===== src/include/qla_params.svh =====
// qla motor channel constants
// axis count, bus widths, address fields, register offsets,
// dac frame layout and safety timing
`ifndef QLA_PARAMS_SVH
`define QLA_PARAMS_SVH

// sizes
`define QLA_NUM_AXES      4
`define QLA_DATA_W        32
`define QLA_ADDR_W        16
`define QLA_CUR_W         16     // current cmd and feedback

// address fields, addr[7:4] channel, addr[3:0] offset
`define QLA_CHAN_MSB      7
`define QLA_CHAN_LSB      4
`define QLA_OFF_MSB       3
`define QLA_OFF_LSB       0
`define QLA_CHAN_BOARD    4'd0   // channel 0 is board level

// channel 0 offsets
`define QLA_OFF_STATUS    4'd0
`define QLA_OFF_CTRL      4'd1

// axis channel offsets
`define QLA_OFF_ADC_DATA  4'd0
`define QLA_OFF_DAC_CTRL  4'd1

// quad dac serial frame, cmd + channel + 16 data bits, msb first
`define QLA_DAC_FRAME_W   24
`define QLA_DAC_CMD       4'b0011  // write and update
`define QLA_SCLK_DIV      2        // sysclk cycles per half sclk

// over-current persistence before trip
`define QLA_SAFETY_COUNT  16

`endif


===== src/hdl/qla_pkg.sv =====
// qla shared types
// register bus words, write request bundle and dac fsm states
`include "qla_params.svh"

package qla_pkg;

    // --------------------------------------------------
    // plain vectors
    // --------------------------------------------------
    typedef logic [`QLA_DATA_W-1:0]   reg_data_t;   // register word
    typedef logic [`QLA_ADDR_W-1:0]   reg_addr_t;   // register address
    typedef logic [`QLA_CUR_W-1:0]    cur_t;        // unsigned current magnitude
    typedef logic [`QLA_NUM_AXES-1:0] axis_mask_t;  // one bit per axis

    // --------------------------------------------------
    // register write request, 49 bits
    // --------------------------------------------------
    typedef struct packed {
        logic      wen;    // one cycle strobe
        reg_addr_t waddr;
        reg_data_t wdata;
    } reg_wr_t;

    // dac controller states
    typedef enum logic [1:0] {
        DAC_IDLE,   // wait for pending axis
        DAC_LOAD,   // capture frame, drop csel
        DAC_SHIFT,  // clock out frame bits
        DAC_GAP     // csel high between frames
    } dac_state_t;

endpackage


===== src/hdl/safety_check.sv =====
// safety_check
// per axis over-current monitor, trips when feedback stays above
// twice the command for a run of cycles, latched until cleared
`timescale 1ns/10ps
`include "qla_params.svh"

module safety_check (
    input  logic           sysclk,
    input  logic           arst_n,
    input  qla_pkg::cur_t  cur_fb,
    input  qla_pkg::cur_t  cur_cmd,
    input  logic           clear,
    output logic           trip
);

    localparam int CNT_W = $clog2(`QLA_SAFETY_COUNT + 1);

    logic [`QLA_CUR_W:0] limit;     // 2 * cmd, one extra bit
    logic                over;
    logic [CNT_W-1:0]    persist;   // consecutive over cycles

    assign limit = {cur_cmd, 1'b0};
    assign over  = {1'b0, cur_fb} > limit;

    // --------------------------------------------------
    // persistence counter and trip latch
    // --------------------------------------------------
    always_ff @(posedge sysclk or negedge arst_n) begin
        if (!arst_n) begin
            persist <= '0;
            trip    <= 1'b0;
        end else if (clear) begin
            persist <= '0;              // recount if fault still there
            trip    <= 1'b0;
        end else if (!trip) begin
            if (!over) begin
                persist <= '0;          // any dip restarts
            end else begin
                persist <= persist + 1'b1;
                if (persist == CNT_W'(`QLA_SAFETY_COUNT - 1)) trip <= 1'b1;
            end
        end
    end

endmodule


===== src/hdl/board_regs.sv =====
// board_regs
// channel 0 registers: power and amplifier enables, board id and
// trip status readback, one cycle safety clear strobes per axis
`timescale 1ns/10ps
`include "qla_params.svh"

module board_regs (
    input  logic                  sysclk,
    input  logic                  arst_n,
    input  qla_pkg::reg_wr_t      reg_wr,
    input  qla_pkg::reg_addr_t    reg_raddr,
    output qla_pkg::reg_data_t    reg_rdata,
    input  logic [3:0]            board_id,
    input  qla_pkg::axis_mask_t   amp_trip,
    output logic                  pwr_enable,
    output qla_pkg::axis_mask_t   amp_enable_req,
    output qla_pkg::axis_mask_t   safety_clear
);

    import qla_pkg::*;

    logic [3:0] wr_chan;
    logic [3:0] wr_off;
    logic [3:0] rd_off;
    logic       ctrl_wr;     // control word write this cycle
    reg_data_t  status_word;
    reg_data_t  ctrl_word;

    assign wr_chan = reg_wr.waddr[`QLA_CHAN_MSB:`QLA_CHAN_LSB];
    assign wr_off  = reg_wr.waddr[`QLA_OFF_MSB:`QLA_OFF_LSB];
    assign rd_off  = reg_raddr[`QLA_OFF_MSB:`QLA_OFF_LSB];

    assign ctrl_wr = reg_wr.wen && (wr_chan == `QLA_CHAN_BOARD) &&
                     (wr_off == `QLA_OFF_CTRL);

    // --------------------------------------------------
    // control word
    // --------------------------------------------------
    always_ff @(posedge sysclk or negedge arst_n) begin
        if (!arst_n) begin
            pwr_enable     <= 1'b0;
            amp_enable_req <= '0;
            safety_clear   <= '0;
        end else begin
            safety_clear <= '0;                  // strobe, one cycle only
            if (ctrl_wr) begin
                amp_enable_req <= reg_wr.wdata[3:0];
                pwr_enable     <= reg_wr.wdata[8];
                safety_clear   <= reg_wr.wdata[19:16];  // ones clear those axes
            end
        end
    end

    // --------------------------------------------------
    // readback
    // --------------------------------------------------
    assign status_word = {4'd0, board_id,        // [27:24]
                          4'd0, amp_trip,        // [19:16]
                          7'd0, pwr_enable,      // bit 8
                          4'd0, amp_enable_req}; // [3:0]

    // control reads back just the enable fields
    assign ctrl_word = {23'd0, pwr_enable, 4'd0, amp_enable_req};

    // registered every edge, top level picks by channel
    always_ff @(posedge sysclk) begin
        case (rd_off)
            `QLA_OFF_STATUS: reg_rdata <= status_word;
            `QLA_OFF_CTRL:   reg_rdata <= ctrl_word;
            default:         reg_rdata <= '0;
        endcase
    end

endmodule


===== src/hdl/ctrl_dac.sv =====
// ctrl_dac
// stores the four current commands, reads them back, and shifts each
// pending command out to the quad serial dac, round robin by axis
`timescale 1ns/10ps
`include "qla_params.svh"

module ctrl_dac (
    input  logic                sysclk,
    input  logic                arst_n,
    input  qla_pkg::reg_wr_t    reg_wr,
    input  qla_pkg::reg_addr_t  reg_raddr,
    output qla_pkg::reg_data_t  reg_rdata,
    output qla_pkg::cur_t       cur_cmd [`QLA_NUM_AXES],
    output logic                dac_sclk,
    output logic                dac_mosi,
    output logic                dac_csel
);

    import qla_pkg::*;

    localparam int AXIS_W  = $clog2(`QLA_NUM_AXES);
    localparam int FRAME_W = `QLA_DAC_FRAME_W;
    localparam int BIT_W   = $clog2(FRAME_W);
    localparam int DIV_W   = $clog2(`QLA_SCLK_DIV + 1);

    cur_t               cmd [`QLA_NUM_AXES];  // stored commands
    axis_mask_t         pending;              // axes awaiting a frame
    dac_state_t         state;
    logic [AXIS_W-1:0]  rr_ptr;               // round robin start
    logic [AXIS_W-1:0]  sel;                  // axis being sent
    logic [AXIS_W-1:0]  pick;
    logic               pick_valid;
    logic [FRAME_W-1:0] shreg;
    logic [BIT_W-1:0]   bit_cnt;
    logic [DIV_W-1:0]   div_cnt;              // half sclk timer
    logic               half_done;

    logic [3:0]         wr_chan;
    logic [3:0]         rd_chan;
    logic               wr_hit;
    logic               rd_hit;
    logic [AXIS_W-1:0]  wr_axis;
    logic [AXIS_W-1:0]  rd_axis;

    // --------------------------------------------------
    // register decode, channels 1..4 map to axis 0..3
    // --------------------------------------------------
    assign wr_chan = reg_wr.waddr[`QLA_CHAN_MSB:`QLA_CHAN_LSB];
    assign rd_chan = reg_raddr[`QLA_CHAN_MSB:`QLA_CHAN_LSB];
    assign wr_axis = AXIS_W'(wr_chan - 4'd1);
    assign rd_axis = AXIS_W'(rd_chan - 4'd1);

    assign wr_hit = reg_wr.wen && (wr_chan != `QLA_CHAN_BOARD) &&
                    (wr_chan <= 4'(`QLA_NUM_AXES)) &&
                    (reg_wr.waddr[`QLA_OFF_MSB:`QLA_OFF_LSB] == `QLA_OFF_DAC_CTRL);
    assign rd_hit = (rd_chan != `QLA_CHAN_BOARD) && (rd_chan <= 4'(`QLA_NUM_AXES)) &&
                    (reg_raddr[`QLA_OFF_MSB:`QLA_OFF_LSB] == `QLA_OFF_DAC_CTRL);

    always_ff @(posedge sysclk or negedge arst_n) begin
        if (!arst_n) begin
            for (int i = 0; i < `QLA_NUM_AXES; i++) begin
                cmd[i] <= '0;
            end
            pending <= '0;
        end else begin
            if (state == DAC_LOAD) pending[sel] <= 1'b0;  // taken by this frame
            if (wr_hit) begin
                cmd[wr_axis]     <= reg_wr.wdata[`QLA_CUR_W-1:0];
                pending[wr_axis] <= 1'b1;  // set wins over same cycle load
            end
        end
    end

    assign cur_cmd = cmd;

    always_ff @(posedge sysclk) begin
        reg_rdata <= rd_hit ? reg_data_t'(cmd[rd_axis]) : '0;  // zero extend
    end

    // nearest pending axis at or after rr_ptr
    always_comb begin
        pick       = rr_ptr;
        pick_valid = 1'b0;
        for (int i = `QLA_NUM_AXES - 1; i >= 0; i--) begin
            if (pending[rr_ptr + AXIS_W'(i)]) begin
                pick       = rr_ptr + AXIS_W'(i);
                pick_valid = 1'b1;
            end
        end
    end

    // --------------------------------------------------
    // serial fsm
    // --------------------------------------------------
    assign half_done = (div_cnt == DIV_W'(`QLA_SCLK_DIV - 1));
    assign dac_mosi  = shreg[FRAME_W-1];  // msb first

    always_ff @(posedge sysclk or negedge arst_n) begin
        if (!arst_n) begin
            state    <= DAC_IDLE;
            rr_ptr   <= '0;
            sel      <= '0;
            shreg    <= '0;
            bit_cnt  <= '0;
            div_cnt  <= '0;
            dac_sclk <= 1'b0;
            dac_csel <= 1'b1;
        end else begin
            case (state)
                DAC_IDLE: begin
                    if (pick_valid) begin
                        sel   <= pick;
                        state <= DAC_LOAD;
                    end
                end
                DAC_LOAD: begin
                    shreg    <= {`QLA_DAC_CMD, 4'(sel), cmd[sel]};
                    rr_ptr   <= sel + 1'b1;  // next search starts past this axis
                    bit_cnt  <= '0;
                    div_cnt  <= '0;
                    dac_csel <= 1'b0;
                    state    <= DAC_SHIFT;
                end
                DAC_SHIFT: begin
                    div_cnt <= half_done ? '0 : div_cnt + 1'b1;
                    if (half_done) begin
                        dac_sclk <= ~dac_sclk;
                        if (dac_sclk) begin             // falling edge, next bit
                            if (bit_cnt == BIT_W'(FRAME_W - 1)) begin
                                dac_csel <= 1'b1;       // frame done
                                state    <= DAC_GAP;
                            end else begin
                                bit_cnt <= bit_cnt + 1'b1;
                                shreg   <= {shreg[FRAME_W-2:0], 1'b0};
                            end
                        end
                    end
                end
                DAC_GAP: begin
                    div_cnt <= half_done ? '0 : div_cnt + 1'b1;
                    if (half_done) state <= DAC_IDLE;
                end
                default: state <= DAC_IDLE;
            endcase
        end
    end

endmodule


===== src/hdl/qla_axis_top.sv =====
// qla_axis_top
// four axis motor channel registers: board regs, dac controller,
// per axis safety monitors, read mux by channel, amp enable gating
`timescale 1ns/10ps
`include "qla_params.svh"

module qla_axis_top (
    input  logic                 sysclk,
    input  logic                 arst_n,
    input  qla_pkg::reg_wr_t     reg_wr,
    input  qla_pkg::reg_addr_t   reg_raddr,
    output qla_pkg::reg_data_t   reg_rdata,
    input  logic [3:0]           board_id,
    input  qla_pkg::cur_t        cur_fb [`QLA_NUM_AXES],
    output logic                 dac_sclk,
    output logic                 dac_mosi,
    output logic                 dac_csel,
    output logic                 pwr_enable,
    output qla_pkg::axis_mask_t  amp_enable
);

    import qla_pkg::*;

    reg_data_t  board_rdata;
    reg_data_t  dac_rdata;
    reg_data_t  fb_rdata;       // feedback readback, registered here
    cur_t       cur_cmd [`QLA_NUM_AXES];
    axis_mask_t amp_trip;
    axis_mask_t safety_clear;
    axis_mask_t amp_enable_req;

    logic [3:0] rd_chan;
    logic [3:0] rd_off;
    logic       rd_axis_ok;     // channel 1..4

    assign rd_chan    = reg_raddr[`QLA_CHAN_MSB:`QLA_CHAN_LSB];
    assign rd_off     = reg_raddr[`QLA_OFF_MSB:`QLA_OFF_LSB];
    assign rd_axis_ok = (rd_chan != `QLA_CHAN_BOARD) && (rd_chan <= 4'(`QLA_NUM_AXES));

    // --------------------------------------------------
    // channel 0
    // --------------------------------------------------
    board_regs u_chan0 (
        .sysclk         (sysclk),
        .arst_n         (arst_n),
        .reg_wr         (reg_wr),
        .reg_raddr      (reg_raddr),
        .reg_rdata      (board_rdata),
        .board_id       (board_id),
        .amp_trip       (amp_trip),
        .pwr_enable     (pwr_enable),
        .amp_enable_req (amp_enable_req),
        .safety_clear   (safety_clear)
    );

    // --------------------------------------------------
    // dac
    // --------------------------------------------------
    ctrl_dac u_dac (
        .sysclk    (sysclk),
        .arst_n    (arst_n),
        .reg_wr    (reg_wr),
        .reg_raddr (reg_raddr),
        .reg_rdata (dac_rdata),
        .cur_cmd   (cur_cmd),
        .dac_sclk  (dac_sclk),
        .dac_mosi  (dac_mosi),
        .dac_csel  (dac_csel)
    );

    // fb > 2 * cmd monitor per axis
    for (genvar g = 0; g < `QLA_NUM_AXES; g++) begin : g_safe
        safety_check u_safe (
            .sysclk  (sysclk),
            .arst_n  (arst_n),
            .cur_fb  (cur_fb[g]),
            .cur_cmd (cur_cmd[g]),
            .clear   (safety_clear[g]),
            .trip    (amp_trip[g])
        );
    end

    // --------------------------------------------------
    // read path
    // --------------------------------------------------
    always_ff @(posedge sysclk) begin
        if (rd_axis_ok && rd_off == `QLA_OFF_ADC_DATA)
            fb_rdata <= reg_data_t'(cur_fb[2'(rd_chan - 4'd1)]);
        else
            fb_rdata <= '0;
    end

    // blocks already registered, this just picks one
    always_comb begin
        if (rd_chan == `QLA_CHAN_BOARD)
            reg_rdata = board_rdata;
        else if (rd_axis_ok && rd_off == `QLA_OFF_DAC_CTRL)
            reg_rdata = dac_rdata;
        else if (rd_axis_ok && rd_off == `QLA_OFF_ADC_DATA)
            reg_rdata = fb_rdata;
        else
            reg_rdata = '0;         // unmapped
    end

    // amp on only with power, request and no trip
    assign amp_enable = amp_enable_req & ~amp_trip & {`QLA_NUM_AXES{pwr_enable}};

endmodule


===== config.mk =====
export PLATFORM = sky130hd
export DESIGN_NAME = qla_axis_top
export DESIGN_NICKNAME = d
export VERILOG_FILES = /design/src/hdl/qla_pkg.sv /design/src/hdl/safety_check.sv /design/src/hdl/board_regs.sv /design/src/hdl/ctrl_dac.sv /design/src/hdl/qla_axis_top.sv
export VERILOG_INCLUDE_DIRS = /design/src /design/src/include
export SDC_FILE = /design/constraint.sdc
export NUM_CORES = 1
export LEC_CHECK = 0
export ABC_AREA = 1
export BUFFER_PORTS_ARGS = -buffer_cell sky130_fd_sc_hd__buf_2
export CORE_MARGIN = 3
export CORE_UTILIZATION = 45
export CTS_BUF_LIST = sky130_fd_sc_hd__clkbuf_4 sky130_fd_sc_hd__clkbuf_8
export CTS_CLUSTER_DIAMETER = 200
export DETAILED_ROUTE_END_ITERATION = 6
export GPL_ROUTABILITY_DRIVEN = 0
export HOLD_SLACK_MARGIN = 0.05
export PLACE_DENSITY_LB_ADDON = 0.08
export REMOVE_ABC_BUFFERS = 1
export SYNTH_ARGS = -nofsm -noshare
export SYNTH_HDL_FRONTEND = slang
export SYNTH_HIERARCHICAL = 1
export SYNTH_SLANG_ARGS = --single-unit

===== constraint.sdc =====
create_clock -name sysclk -period 2 [get_ports sysclk]
set_clock_uncertainty 0.2 [all_clocks]
set_input_delay 0.4 -clock sysclk [delete_from_list [all_inputs] [get_ports sysclk]]
set_output_delay 0.4 -clock sysclk [all_outputs]
set_load 0.1 [all_outputs]

# [Word-level counts from Yosys, hierarchy flattened]
# Index checks and enable logic that the tools add are counted.
[op_classes] muxes=87 n_reduce_logical=25 n_addsub=12 n_eq_ne=21 n_lt_le_gt_ge=18 bitwise=10
[op_table] op="$mux 16" n=7
[op_table] op="$bmux 16 s2" n=3
[op_table] op="$mux 32" n=3
[op_table] op="$mux 5" n=15
[op_table] op="$mux 24" n=3
[op_table] op="$gt 16x17->1" n=4
[op_table] op="$bwmux 64" n=1
[op_table] op="$pmux 28 s2" n=1
[op_table] op="$pmux 24 s2" n=1
[op_table] op="$demux 16 s2" n=1
[op_table] op="$mux 1" n=29
[op_table] op="$add 5x1->5 const B" n=5
[op_table] op="$eq 5x4->1 const B" n=4
[op_table] op="$mux 2" n=10
[op_table] op="$lt 2x3->1 const B" n=6
[op_table] op="$and 4x4->4" n=3
[op_table] op="$logic_not 4->1" n=3
[op_table] op="$mux 4" n=3
[op_table] op="$logic_and 1x1->1" n=11
[op_table] op="$ne 2x1->1 const B" n=5
[op_table] op="$ne 2x2->1 const B" n=5
[op_table] op="$pmux 5 s2" n=1
[op_table] op="$ge 3x3->1 const B" n=3
[op_table] op="$not 2->3" n=3
[op_table] op="25 further kinds" n=43
[word_totals] in_bits=135 regBits=232 out_inout_bits=40 wordCells=202

# [Depth between registers and ports, before layout]
# Gate-level depths: netlist of run 1.
[depth] ltp_word=9 depth_mapped=13 depth_no_buf=13

# [Modules after synthesis]
# The synthesis of run 1 kept the hierarchy.
[modules_own_cells] module="ctrl_dac" n_inst=1 area_each_um2=6133.4 cells_per_inst=779
[modules_own_cells] module="safety_check" n_inst=4 area_each_um2=763.2 cells_per_inst=114
[modules_own_cells] module="qla_axis_top" n_inst=1 area_each_um2=1675.4 cells_per_inst=325
[modules_own_cells] module="board_regs" n_inst=1 area_each_um2=970.9 cells_per_inst=114

# [Worst setup path before layout of run 1]
# OpenSTA, ideal clock, no wires.
[synth_timing] path_kind="register to output" start="register u_chan0.pwr_enable" end="output amp_enable[2]" arrival_time_ps=2350 required_time_ps=1400 stages_incl_launch_ff=3 slack_ps=-950 path_cell_list="dfrtp_1 -> nand2_1 -> nor2_1"
[synth_via] elab_chain_len=1
[synth_lines] item="from (decl)" line="board_regs.sv:15" rtl="output logic pwr_enable,"
[synth_lines] item="from (signal assigned)" line="board_regs.sv:48" rtl="pwr_enable <= reg_wr.wdata[8];"
[synth_lines] item="$and 4x4->4" line="qla_axis_top.sv:106" rtl="assign amp_enable = amp_enable_req & ~amp_trip & {`QLA_NUM_AXES{pwr_enable}};"
[synth_lines] item="to (decl)" line="qla_axis_top.sv:19" rtl="output qla_pkg::axis_mask_t amp_enable"
# No other way between the ends.

# [Worst setup path in the final report of run 1]
[layout_timing] start="input reg_raddr[4]" end="output reg_rdata[1]"
[layout_via] elab_chain_len=6 elab_cells_between_ends=9 cone_classes="order compare (1); mux (3); reduce/logical (5)"
[layout_lines] item="from (decl)" line="qla_axis_top.sv:11" rtl="input qla_pkg::reg_addr_t reg_raddr,"
[layout_lines] item="$le 4x3->1 or $reduce_bool 4->1 (tied branches)"
[layout_lines] item="$logic_and 1x1->1" line="qla_axis_top.sv:38" rtl="assign rd_axis_ok = (rd_chan != `QLA_CHAN_BOARD) && (rd_chan <= 4'(`QLA_NUM_AXES));"
[layout_lines] item="$logic_and 1x1->1 (no source line)"
[layout_lines] item="$mux 32" line="qla_axis_top.sv:99" rtl="else if (rd_axis_ok && rd_off == `QLA_OFF_ADC_DATA)"
[layout_lines] item="$mux 32" line="qla_axis_top.sv:97" rtl="else if (rd_axis_ok && rd_off == `QLA_OFF_DAC_CTRL)"
[layout_lines] item="$mux 32 (*)" line="qla_axis_top.sv:95" rtl="if (rd_chan == `QLA_CHAN_BOARD)"
[layout_lines] item="to (decl)" line="qla_axis_top.sv:12" rtl="output qla_pkg::reg_data_t reg_rdata,"
# Every way passes the cells marked *; elsewhere a longest branch is shown, timed or not.

==> qor.txt, run 1 <==
origin of the worst min-delay path: cur_fb[49]
number of H-tree levels: 4
Core Area: 25540 um2
worst-case clock buffer depth: 2
status: finished with violations
Port Buf Inserts: 138
clock slew seen by the registers of the worst setup and hold paths: 110 ps
fin. max-slew vios: 0
Routed Antenna Nets: 0
total gr overflow: 0
R2R setup slack: 70 ps
WHS Endpoint: fb_rdata[1]
Post-Route Utilization: 59.36%
Syn-to-layout area delta: 28.15%
total track usage: 25.26%
Synth Area in Compound Gates: 13.76%
number of synthesis warnings: 6
final non-filler cell total: 2224
critical path, cell by cell: buf_12 -> clkinv_8 -> ha_4 -> nand2_4 -> nand2_4 -> nor2_4 -> buf_6 -> buf_6 -> nand3_4 -> nand3_4 -> buf_12
Seq/Total Area, Yosys: 37.23%
Worst R2R End: g_safe[1].u_safe/persist[3]
max-cap violations: 0
Mapped Cells: 1674
Starting DRT DRC Count: 847
VDD IR-drop max: 0.4161 mV
Wirelength per Cell: 16.34 um
Final setup viols: 24
clk root buf: clkbuf_8
mean number of vias per cell: 5.077
Largest stage delay, worst path: 180 ps
final setup margin: -246.1 ps
minimum clock period: 2246 ps
Worst slew margin: 64.45%
Die Wd: 168.2 um
Netlist Area Pre-Place: 11830 um2
most common cell after layout, fill and taps aside: nand2_1
Leak: 8.069 nW
Setup Crit Path Kind: input pin to output port
layout cell share with drive strength beyond 1: 20.70%
FF+latch count, synth: 185
finished layout cell area: 15160 um2
crit path max-delay cell type: buf_12
Post-Synth Adder-Cell Area: 8.459%
Simple-Gate Fraction of Synth Area: 26.71%
pwr/cell area: 600.8 nW/um2
Worst Hold Class: input pin to register
worst slew pin tran: 533.3 ps
PnR Total Power: 0.009109 W
vias in the first global route: 10490
clock sinks: 185
ant diodes: 0
fin crit share: 112.3%
Residual DRC: 0
full die area: 28280 um2
Register-to-Register Path Depth: 9
mux contribution to synthesized area: 0.08459%
Synth Area in XOR/XNOR: 0.5922%
Hold Vio Cnt, Final: 0
initial antenna violation count: 1
Placed Instances: 2143
CP max FO: 5
FMAX: 445.2 MHz
largest net degree at the start of global routing: 52
hpwl dp: 26.13 mm
routed wire length: 36.33 mm
most frequent cells in the layout: 352 x nand2_1, 238 x inv_1, 189 x o21ai_0
clock buffer count from CTS: 17
post-synthesis cell type count: 43
I/O pin count: 175
die height: 168.2 um
initial core utilization: 46.32%
post-layout net count: 2096
vias: 11290
FILL cells: 2408
CTS tree: done
latest clock arrival within the worst-skew pair: 480 ps
RSZ-0062 raised after global routing: true
first drt pass iteration count: 5
failing checks: negative setup slack
global-route wire length before repair: 56.71 mm
Hold Path Depth: 5
Worst Path Required: 1400 ps
reg-to-reg startpoint: u_dac/cur_cmd[46]
DP Area: 13620 um2
Critical Path AT: 1650 ps
Syn Area/Cell: 7.068 um2
# rows: 58
startpoint types: input pin
largest family of logic cells by synthesized area: simple AND/OR/NAND/NOR gates
Critical Path Sink Type: output port
-- routing by layer --
metal,vias to the layer above,track usage [%],routed length [um]
met5,-,0,13
met4,2,7.079,838
met3,48,3.780,2098
met2,359,40.03,16560
met1,5213,36.16,16820
li1,5669,-,-
-- synth_stat cells, drive strengths merged --
library cell	instances	area (um2)
a211oi	1	7.510
a21o	4	30.03
a21oi	99	495.5
and2	1	6.260
buf	77	528.0
clkbuf	23	88.84
clkinv	2	7.510
conb	2	7.510
dfrtp	139	3478
dfstp	1	26.28
dfxtp	45	900.9
ha	80	1001
inv	246	925.9
mux2i	1	10.01
nand2	389	1500
nand3	128	660.6
nand3b	1	7.510
nand4	7	43.79
nor2	186	753.2
nor3	10	75.07
nor3b	6	70.07
o211ai	5	37.54
o21ai	192	960.9
o21bai	5	37.54
o22ai	7	43.79
o31ai	2	15.01
or2	7	43.79
xnor2	2	17.52
xor2	6	52.55
-- timing repair --
| action | 4_1_cts | 5_1_grt |
|---|---|---|
| gates resized for setup | 77 | 81 |
| hold buffers | 32 | 0 |
| hold endpoints to repair | 216 | 0 |
| setup buffers | 13 | 8 |
| cloned | 4 | 1 |
| pin swaps | 17 | 32 |
| endpoints found under the setup margin | 31 | 62 |
-- state kept, by name, indices dropped and copies added, names as in the netlist, 5 cells and up --
register               count
fb_rdata                  16
g_safe.u_safe/persist     20
u_chan0/reg_rdata         13
u_dac/bit_cnt              5
u_dac/cur_cmd             64
u_dac/reg_rdata           16
u_dac/shreg               24
-- power by group --
part	switching [W]	total, W	internal, W
Clock	0.00161	0.00257	0.000957
Sequential	0.000271	0.00431	0.00404
Combinational	0.00133	0.00223	0.000901
-- stage by stage --
| step | hold WS [ps] | TNS [ps] | setup slack, ps |
|---|---|---|---|
| after global placement | 159.8 | -9511 | -337.6 |
| after global routing | 83.20 | -5210 | -284.8 |
| after CTS | 55.23 | -5493 | -259.0 |
| final | 86.77 | -4164 | -246.1 |
| after detailed placement | 158.4 | -10440 | -357.1 |
| after floorplan | -95.59 | -69100 | -1552 |
-- worst max-delay path: cells and delay by family --
kind	cells	cell delay, ps
AND/OR/NAND/NOR	5	460
buffers and inverters	5	610
adder cells (fa/ha/maj)	1	160
-- cell families (layout without fill, tap and decap cells) --
family                   Yosys count  count (layout)
AND/OR/NAND/NOR                  735             735
multiplexers                       1               1
AO/OA/AOI/OAI                    315             315
flip-flops                       185             185
XOR/XNOR                           8               8
other                              2              35
buffers and inverters            348             535
adder cells (fa/ha/maj)           80              80
-- worst max path at each step --
| stage | startpoint | end | slack [ps] | depth (start not counted) |
|---|---|---|---|---|
| 4_1_cts | reg_raddr[4] | reg_rdata[6] | -260 | 12 |
| 2_1_floorplan | reg_raddr[4] | reg_rdata[0] | -1550 | 6 |
| 3_5_place_dp | reg_raddr[4] | reg_rdata[6] | -360 | 10 |
| 5_1_grt | reg_raddr[4] | reg_rdata[1] | -280 | 11 |
| 3_3_place_gp | reg_raddr[4] | reg_rdata[11] | -340 | 10 |
| 6_report | reg_raddr[4] | reg_rdata[1] | -250 | 11 |
-- layout make-up --
| class | count | area, um2 | area share [%] |
|---|---|---|---|
| well taps | 330 | 412.9 | 2.723 |
| clock buffers | 17 | 234.0 | 1.543 |
| flip-flops and latches | 185 | 4407 | 29.06 |
| repair inverters | 1 | 8.758 | 0.05776 |
| clock inverters | 15 | 163.9 | 1.081 |
| multi-input cells | 1174 | 6593 | 43.48 |
| repair buffers | 254 | 2389 | 15.75 |
| inverters | 248 | 955.9 | 6.304 |
(Power assumes the default switching activity.)
==> run 2: changes to the inputs <==
CORE_UTILIZATION = 30   (was 45)
MAX_ROUTING_LAYER = met4   (was unset)
==> qor.txt, run 2 (synthesis results as in run 1) <==
number of H-tree levels: 4 (unchanged)
hold slack: 97.91 ps (was 86.77 ps)
clock sinks: 185 (unchanged)
Routed Antenna Nets: 0 (unchanged)
sequential cell area: 4409 um2 (was 4407 um2)
Clock Power Share: 27.8% (was 28.2%)
initial antenna violation count: 1 (unchanged)
pwr/cell area: 588.9 nW/um2 (was 600.8 nW/um2)
Core Area: 38830 um2 (was 25540 um2)
FILL cells: 4083 (was 2408)
Leak: 8.160 nW (was 8.069 nW)
initial core utilization: 30.47% (was 46.32%)
Hold Vio Cnt, Final: 0 (unchanged)
global routing usage on met3: 3.305% (was 3.780%)
Worst Hold Class: input pin to register (unchanged)
Crit path max-delay family: buffers and inverters (unchanged)
clk root buf: clkbuf_8 (unchanged)
RSZ-0062 raised after global routing: true (unchanged)
Critical Path AT: 1630 ps (was 1650 ps)
post-layout net count: 2124 (was 2096)
GR peak layer: met2 (unchanged)
critical path, cell by cell: buf_12 -> inv_6 -> ha_4 -> nand2_4 -> nand2_2 -> nor2_4 -> buf_12 -> buf_16 -> buf_12 -> nand3_4 -> nand3_4 -> buf_12 (was buf_12 -> clkinv_8 -> ha_4 -> nand2_4 -> nand2_4 -> nor2_4 -> buf_6 -> buf_6 -> nand3_4 -> nand3_4 -> buf_12)
status: finished with violations (unchanged)
Die Wd: 204.6 um (was 168.2 um)
routed wire length: 40.98 mm (was 36.33 mm)
crit path max-delay cell type: buf_12 (unchanged)
total track usage: 20.17% (was 25.26%)
VDD IR-drop max: 0.3890 mV (was 0.4161 mV)
Largest stage delay, worst path: 170 ps (was 180 ps)
most common cell after layout, fill and taps aside: nand2_1 (unchanged)
Port Buf Inserts: 138 (unchanged)
multi-input logic area: 6504 um2 (was 6593 um2)
fin crit share: 111.5% (was 112.3%)
failing checks: negative setup slack (unchanged)
net switching share of the total power: 34.18% (was 35.26%)
cell mode on critical path: buf_12
Final setup viols: 24 (unchanged)
max reg flops: 64 (unchanged)
max-cap violations: 0 (unchanged)
Worst Path Required: 1400 ps (about the same)
Critical Path Sink Type: output port (unchanged)
CP Buf/Inv Count: 6 (was 5)
startpoint types: input pin (unchanged)
sequential share of power: 47.0% (was 47.3%)
Syn-to-layout area delta: 31.74% (was 28.15%)
Residual DRC: 0 (unchanged)
layout cell share with drive strength beyond 1: 21.33% (was 20.70%)
FMAX: 448.3 MHz (was 445.2 MHz)
Starting DRT DRC Count: 777 (was 847)
full die area: 41860 um2 (was 28280 um2)
M1 GR Usage: 27.94% (was 36.16%)
worst-case clock buffer depth: 2 (unchanged)
final setup margin: -230.5 ps (was -246.1 ps)
met2 Usage GRT: 30.51% (was 40.03%)
Wirelength per Cell: 16.79 um (was 16.34 um)
global-route wire length before repair: 62.53 mm (was 56.71 mm)
I/O pin count: 175 (unchanged)
# rows: 72 (was 58)
first drt pass iteration count: 5 (unchanged)
worst slew pin tran: 568.7 ps (was 533.3 ps)
largest net degree at the start of global routing: 53 (was 52)
CP max FO: 4 (was 5)
CTS tree: done (unchanged)
Worst slew margin: 62.09% (was 64.45%)
latest clock arrival within the worst-skew pair: 500 ps (was 480 ps)
clock slew seen by the registers of the worst setup and hold paths: 100 ps (was 110 ps)
vias in the first global route: 10520 (was 10490)
die height: 204.6 um (was 168.2 um)
Setup Crit Path Kind: input pin to output port (unchanged)
most frequent cells in the layout: 353 x nand2_1, 238 x inv_1, 189 x o21ai_0 (was 352 x nand2_1, 238 x inv_1, 189 x o21ai_0)
mean number of vias per cell: 4.551 (was 5.077)
Switch Pwr: 0.003138 W (was 0.003212 W)
minimum clock period: 2231 ps (was 2246 ps)
clock buffer count from CTS: 17 (unchanged)
Comb power frac: 25.3% (was 24.5%)
vias: 11110 (was 11290)
hpwl dp: 30.43 mm (was 26.13 mm)
P_int: 0.006043 W (was 0.005898 W)
pre-CTS setup slack: -407.7 ps (was -357.1 ps)
fin. max-slew vios: 0 (unchanged)
total gr overflow: 0 (unchanged)
-- run 2: power groups by stage --
stage / Sequential (W) / Combinational (W) / Clock, W
finish: 0.00431 / 0.00232 / 0.00255
global route: 0.00436 / 0.00265 / 0.00280
global placement: 0.00437 / 0.00209 / 0
floorplan: 0.00432 / 0.00127 / 0
detailed placement: 0.00437 / 0.00212 / 0
CTS: 0.00431 / 0.00231 / 0.00266
-- run 2: final timing paths --
path	from	end	slack [ps]	cells past startpoint
max	reg_raddr[4]	reg_rdata[8]	-230	12
min	reg_raddr[2]	u_chan0/reg_rdata[3]	100	4
max reg2reg	u_dac/cur_cmd[9]	g_safe[3].u_safe/persist[1]	100	11
min reg2reg	u_dac/shreg[20]	u_dac/shreg[20]	280	2
max in group asynchronous	arst_n	u_chan0/pwr_enable	800	3
min in group asynchronous	arst_n	u_dac/cur_cmd[32]	230	2
-- run 2: routing by layer --
layer  up-vias  share of wire [%]
met4         0                2.6
met3        37                5.2
met5         -                  0
met1      5100                 48
li1       5711                  -
met2       262                 44
-- run 2: layout make-up --
cell class                 count  area share, %
timing repair inverter         1        0.05618
clock inverter                12         0.7304
inverter                     248          6.084
timing repair buffer         282          17.26
antenna                        1        0.01605
clock buffer                  20          1.686
tap                          518          4.158
multi-input combinational   1174          41.72
sequential                   185          28.28
-- run 2: repair_timing --
item / 4_1_cts / 5_1_grt
pin swaps: 12 / 26
gates resized for setup: 80 / 60
buffers inserted: 16 / 3
hold buffers: 35 / 0
gates cloned: 4 / 1
endpoints found under the hold margin: 225 / 0
endpoints found under the setup margin: 31 / 67
-- run 2: through the flow --
stage          power [W]  utilization, %  instances  setup TNS [ps]  cell area, um2
6_report        0.009181           40.15       2441           -3361           15590
5_1_grt         0.009807           40.15       2441           -4989           15590
3_5_place_dp    0.006498           36.16       2353          -12180           14040
4_1_cts         0.009272           39.48       2440           -4531           15330
2_1_floorplan   0.005589               -       1607          -69100           11340
3_3_place_gp    0.006461           36.16       2353          -11490           14040
-- run 2: worst register-to-register path, delay by kind of cell (launching register included) --
kind / cells / cell delay [ps]
AO/OA/AOI/OAI: 1 / 150
buffers and inverters: 2 / 230
flip-flops: 1 / 410
AND/OR/NAND/NOR: 7 / 510
adder cells (fa/ha/maj): 1 / 300
==> run 3: changes to the inputs <==
MAX_ROUTING_LAYER = unset   (was met4)
==> qor.txt, run 3 (synthesis results as in run 1) <==
most frequent cells in the layout: 353 x nand2_1, 238 x inv_1, 189 x o21ai_0 (unchanged)
global-route wire length before repair: 62.48 mm (was 62.53 mm)
Setup TNS: -3524 ps (was -3361 ps)
Routed Antenna Nets: 0 (unchanged)
Residual DRC: 0 (unchanged)
max-cap violations: 0 (unchanged)
ant diodes: 0 (was 1)
die height: 204.6 um (unchanged)
max reg flops: 64 (unchanged)
Switch Pwr: 0.003127 W (was 0.003138 W)
Critical Path AT: 1630 ps (about the same)
full die area: 41860 um2 (unchanged)
vias: 11120 (was 11110)
latest clock arrival within the worst-skew pair: 500 ps (about the same)
net switching share of the total power: 34.10% (was 34.18%)
mean number of vias per cell: 4.559 (was 4.551)
Syn-to-layout area delta: 31.72% (was 31.74%)
worst-case clock buffer depth: 2 (unchanged)
Worst Hold Class: input pin to register (unchanged)
DP Area: 14040 um2 (unchanged)
startpoint types: input pin (unchanged)
Port Buf Inserts: 138 (unchanged)
Starting DRT DRC Count: 763 (was 777)
Leak: 8.160 nW (about the same)
failing checks: negative setup slack (unchanged)
clock sinks: 185 (unchanged)
Wirelength per Cell: 16.75 um (was 16.79 um)
Worst Path Required: 1400 ps (about the same)
FMAX: 447.5 MHz (was 448.3 MHz)
final setup margin: -234.4 ps (was -230.5 ps)
number of H-tree levels: 4 (unchanged)
total track usage: 19.58% (was 20.17%)
layout cell share with drive strength beyond 1: 21.33% (unchanged)
clock slew seen by the registers of the worst setup and hold paths: 100 ps (about the same)
# rows: 72 (unchanged)
hpwl dp: 30.43 mm (unchanged)
post-layout net count: 2124 (unchanged)
sequential cell area: 4409 um2 (unchanged)
Core Area: 38830 um2 (unchanged)
Die Wd: 204.6 um (unchanged)
RSZ-0062 raised after global routing: true (unchanged)
routed wire length: 40.88 mm (was 40.98 mm)
Setup Crit Path Kind: input pin to output port (unchanged)
minimum clock period: 2234 ps (was 2231 ps)
CP max FO: 4 (unchanged)
largest net degree at the start of global routing: 53 (unchanged)
most common cell after layout, fill and taps aside: nand2_1 (unchanged)
fin crit share: 111.7% (was 111.5%)
Final setup viols: 24 (unchanged)
status: finished with violations (unchanged)
Clock Power Share: 27.7% (was 27.8%)
VDD IR-drop max: 0.3895 mV (was 0.3890 mV)
worst slew pin tran: 559.8 ps (was 568.7 ps)
Critical Path Sink Type: output port (unchanged)
Worst slew margin: 62.68% (was 62.09%)
initial core utilization: 30.47% (unchanged)
clock buffer count from CTS: 17 (unchanged)
pwr/cell area: 588.3 nW/um2 (was 588.9 nW/um2)
sequential share of power: 47.0% (about the same)
vias in the first global route: 10520 (about the same)
FILL cells: 4082 (was 4083)
clk root buf: clkbuf_8 (unchanged)
total gr overflow: 0 (unchanged)
multi-input logic area: 6504 um2 (unchanged)
P_int: 0.006042 W (was 0.006043 W)
finished layout cell area: 15590 um2 (about the same)
I/O pin count: 175 (unchanged)
CTS tree: done (unchanged)
Comb power frac: 25.3% (about the same)
initial antenna violation count: 1 (unchanged)
first drt pass iteration count: 5 (unchanged)
Hold Vio Cnt, Final: 0 (unchanged)
fin. max-slew vios: 0 (unchanged)
-- run 3: cell count changes in the layout (fill, tap and decap cells not counted), sizes merged --
cell,delta
diode,-1
-- run 3: final timing paths --
check / startpoint / slack [ps] / depth (start not counted) / end
max in group asynchronous: arst_n / 780 / 3 / u_chan0/pwr_enable
min: reg_raddr[2] / 90 / 4 / u_chan0/reg_rdata[3]
max: reg_raddr[4] / -230 / 12 / reg_rdata[8]
min in group asynchronous: arst_n / 250 / 2 / u_dac/cur_cmd[32]
min reg2reg: u_dac/shreg[20] / 280 / 2 / u_dac/shreg[20]
max reg2reg: u_dac/cur_cmd[9] / 120 / 11 / g_safe[3].u_safe/persist[1]
-- run 3: area by class of cell --
type                       count  area share, %
clock buffer                  20          1.686
clock inverter                12         0.7305
inverter                     248          6.085
multi-input combinational   1174          41.73
sequential                   185          28.29
tap                          518          4.158
timing repair buffer         282          17.27
timing repair inverter         1        0.05619
-- run 3: power by group through the flow --
| stage | sequential, W | clock, W | combinational [W] |
|---|---|---|---|
| floorplan | 0.00432 | 0 | 0.00127 |
| global placement | 0.00437 | 0 | 0.00209 |
| detailed placement | 0.00437 | 0 | 0.00212 |
| global route | 0.00436 | 0.00280 | 0.00265 |
| finish | 0.00431 | 0.00254 | 0.00232 |
| CTS | 0.00431 | 0.00266 | 0.00231 |
-- run 3: per-layer routing --
metal | track usage [%] | wire length (um) | vias up
met5 | 0 | 0 | -
met2 | 30.46 | 18130 | 252
met4 | 5.677 | 1082 | 0
met1 | 27.85 | 19640 | 5121
met3 | 3.401 | 2031 | 37
li1 | - | - | 5713
-- run 3: timing repair --
item                                   4_1_cts  5_1_grt
setup endpoints to repair                   31       66
endpoints found under the hold margin      225        0
pin swaps                                   12       26
hold buffers                                35        0
gates resized for setup                     80       60
buffers inserted                            16        3
cloned                                       4        1
-- run 3: through the flow --
| step | util [%] | cells | worst slack [ps] | hold slack [ps] | total power (W) |
|---|---|---|---|---|---|
| finish | 40.14 | 2440 | -234.4 | 90.78 | 0.009169 |
| global route | 40.14 | 2440 | -289.0 | 75.96 | 0.009807 |
| CTS | 39.48 | 2440 | -251.1 | 53.86 | 0.009272 |
| detailed placement | 36.16 | 2353 | -407.7 | 170.6 | 0.006498 |
| global placement | 36.16 | 2353 | -395.1 | 171.1 | 0.006461 |
| floorplan | - | 1607 | -1552 | -95.59 | 0.005589 |
-- run 3: critical path, cell delays in order --
cell and delay (ps):
buf_12 100, inv_6 30, ha_4 160, nand2_4 60, nand2_2 60, nor2_4 130, buf_12 130, buf_16 110
buf_12 120, nand3_4 70, nand3_4 90, buf_12 170
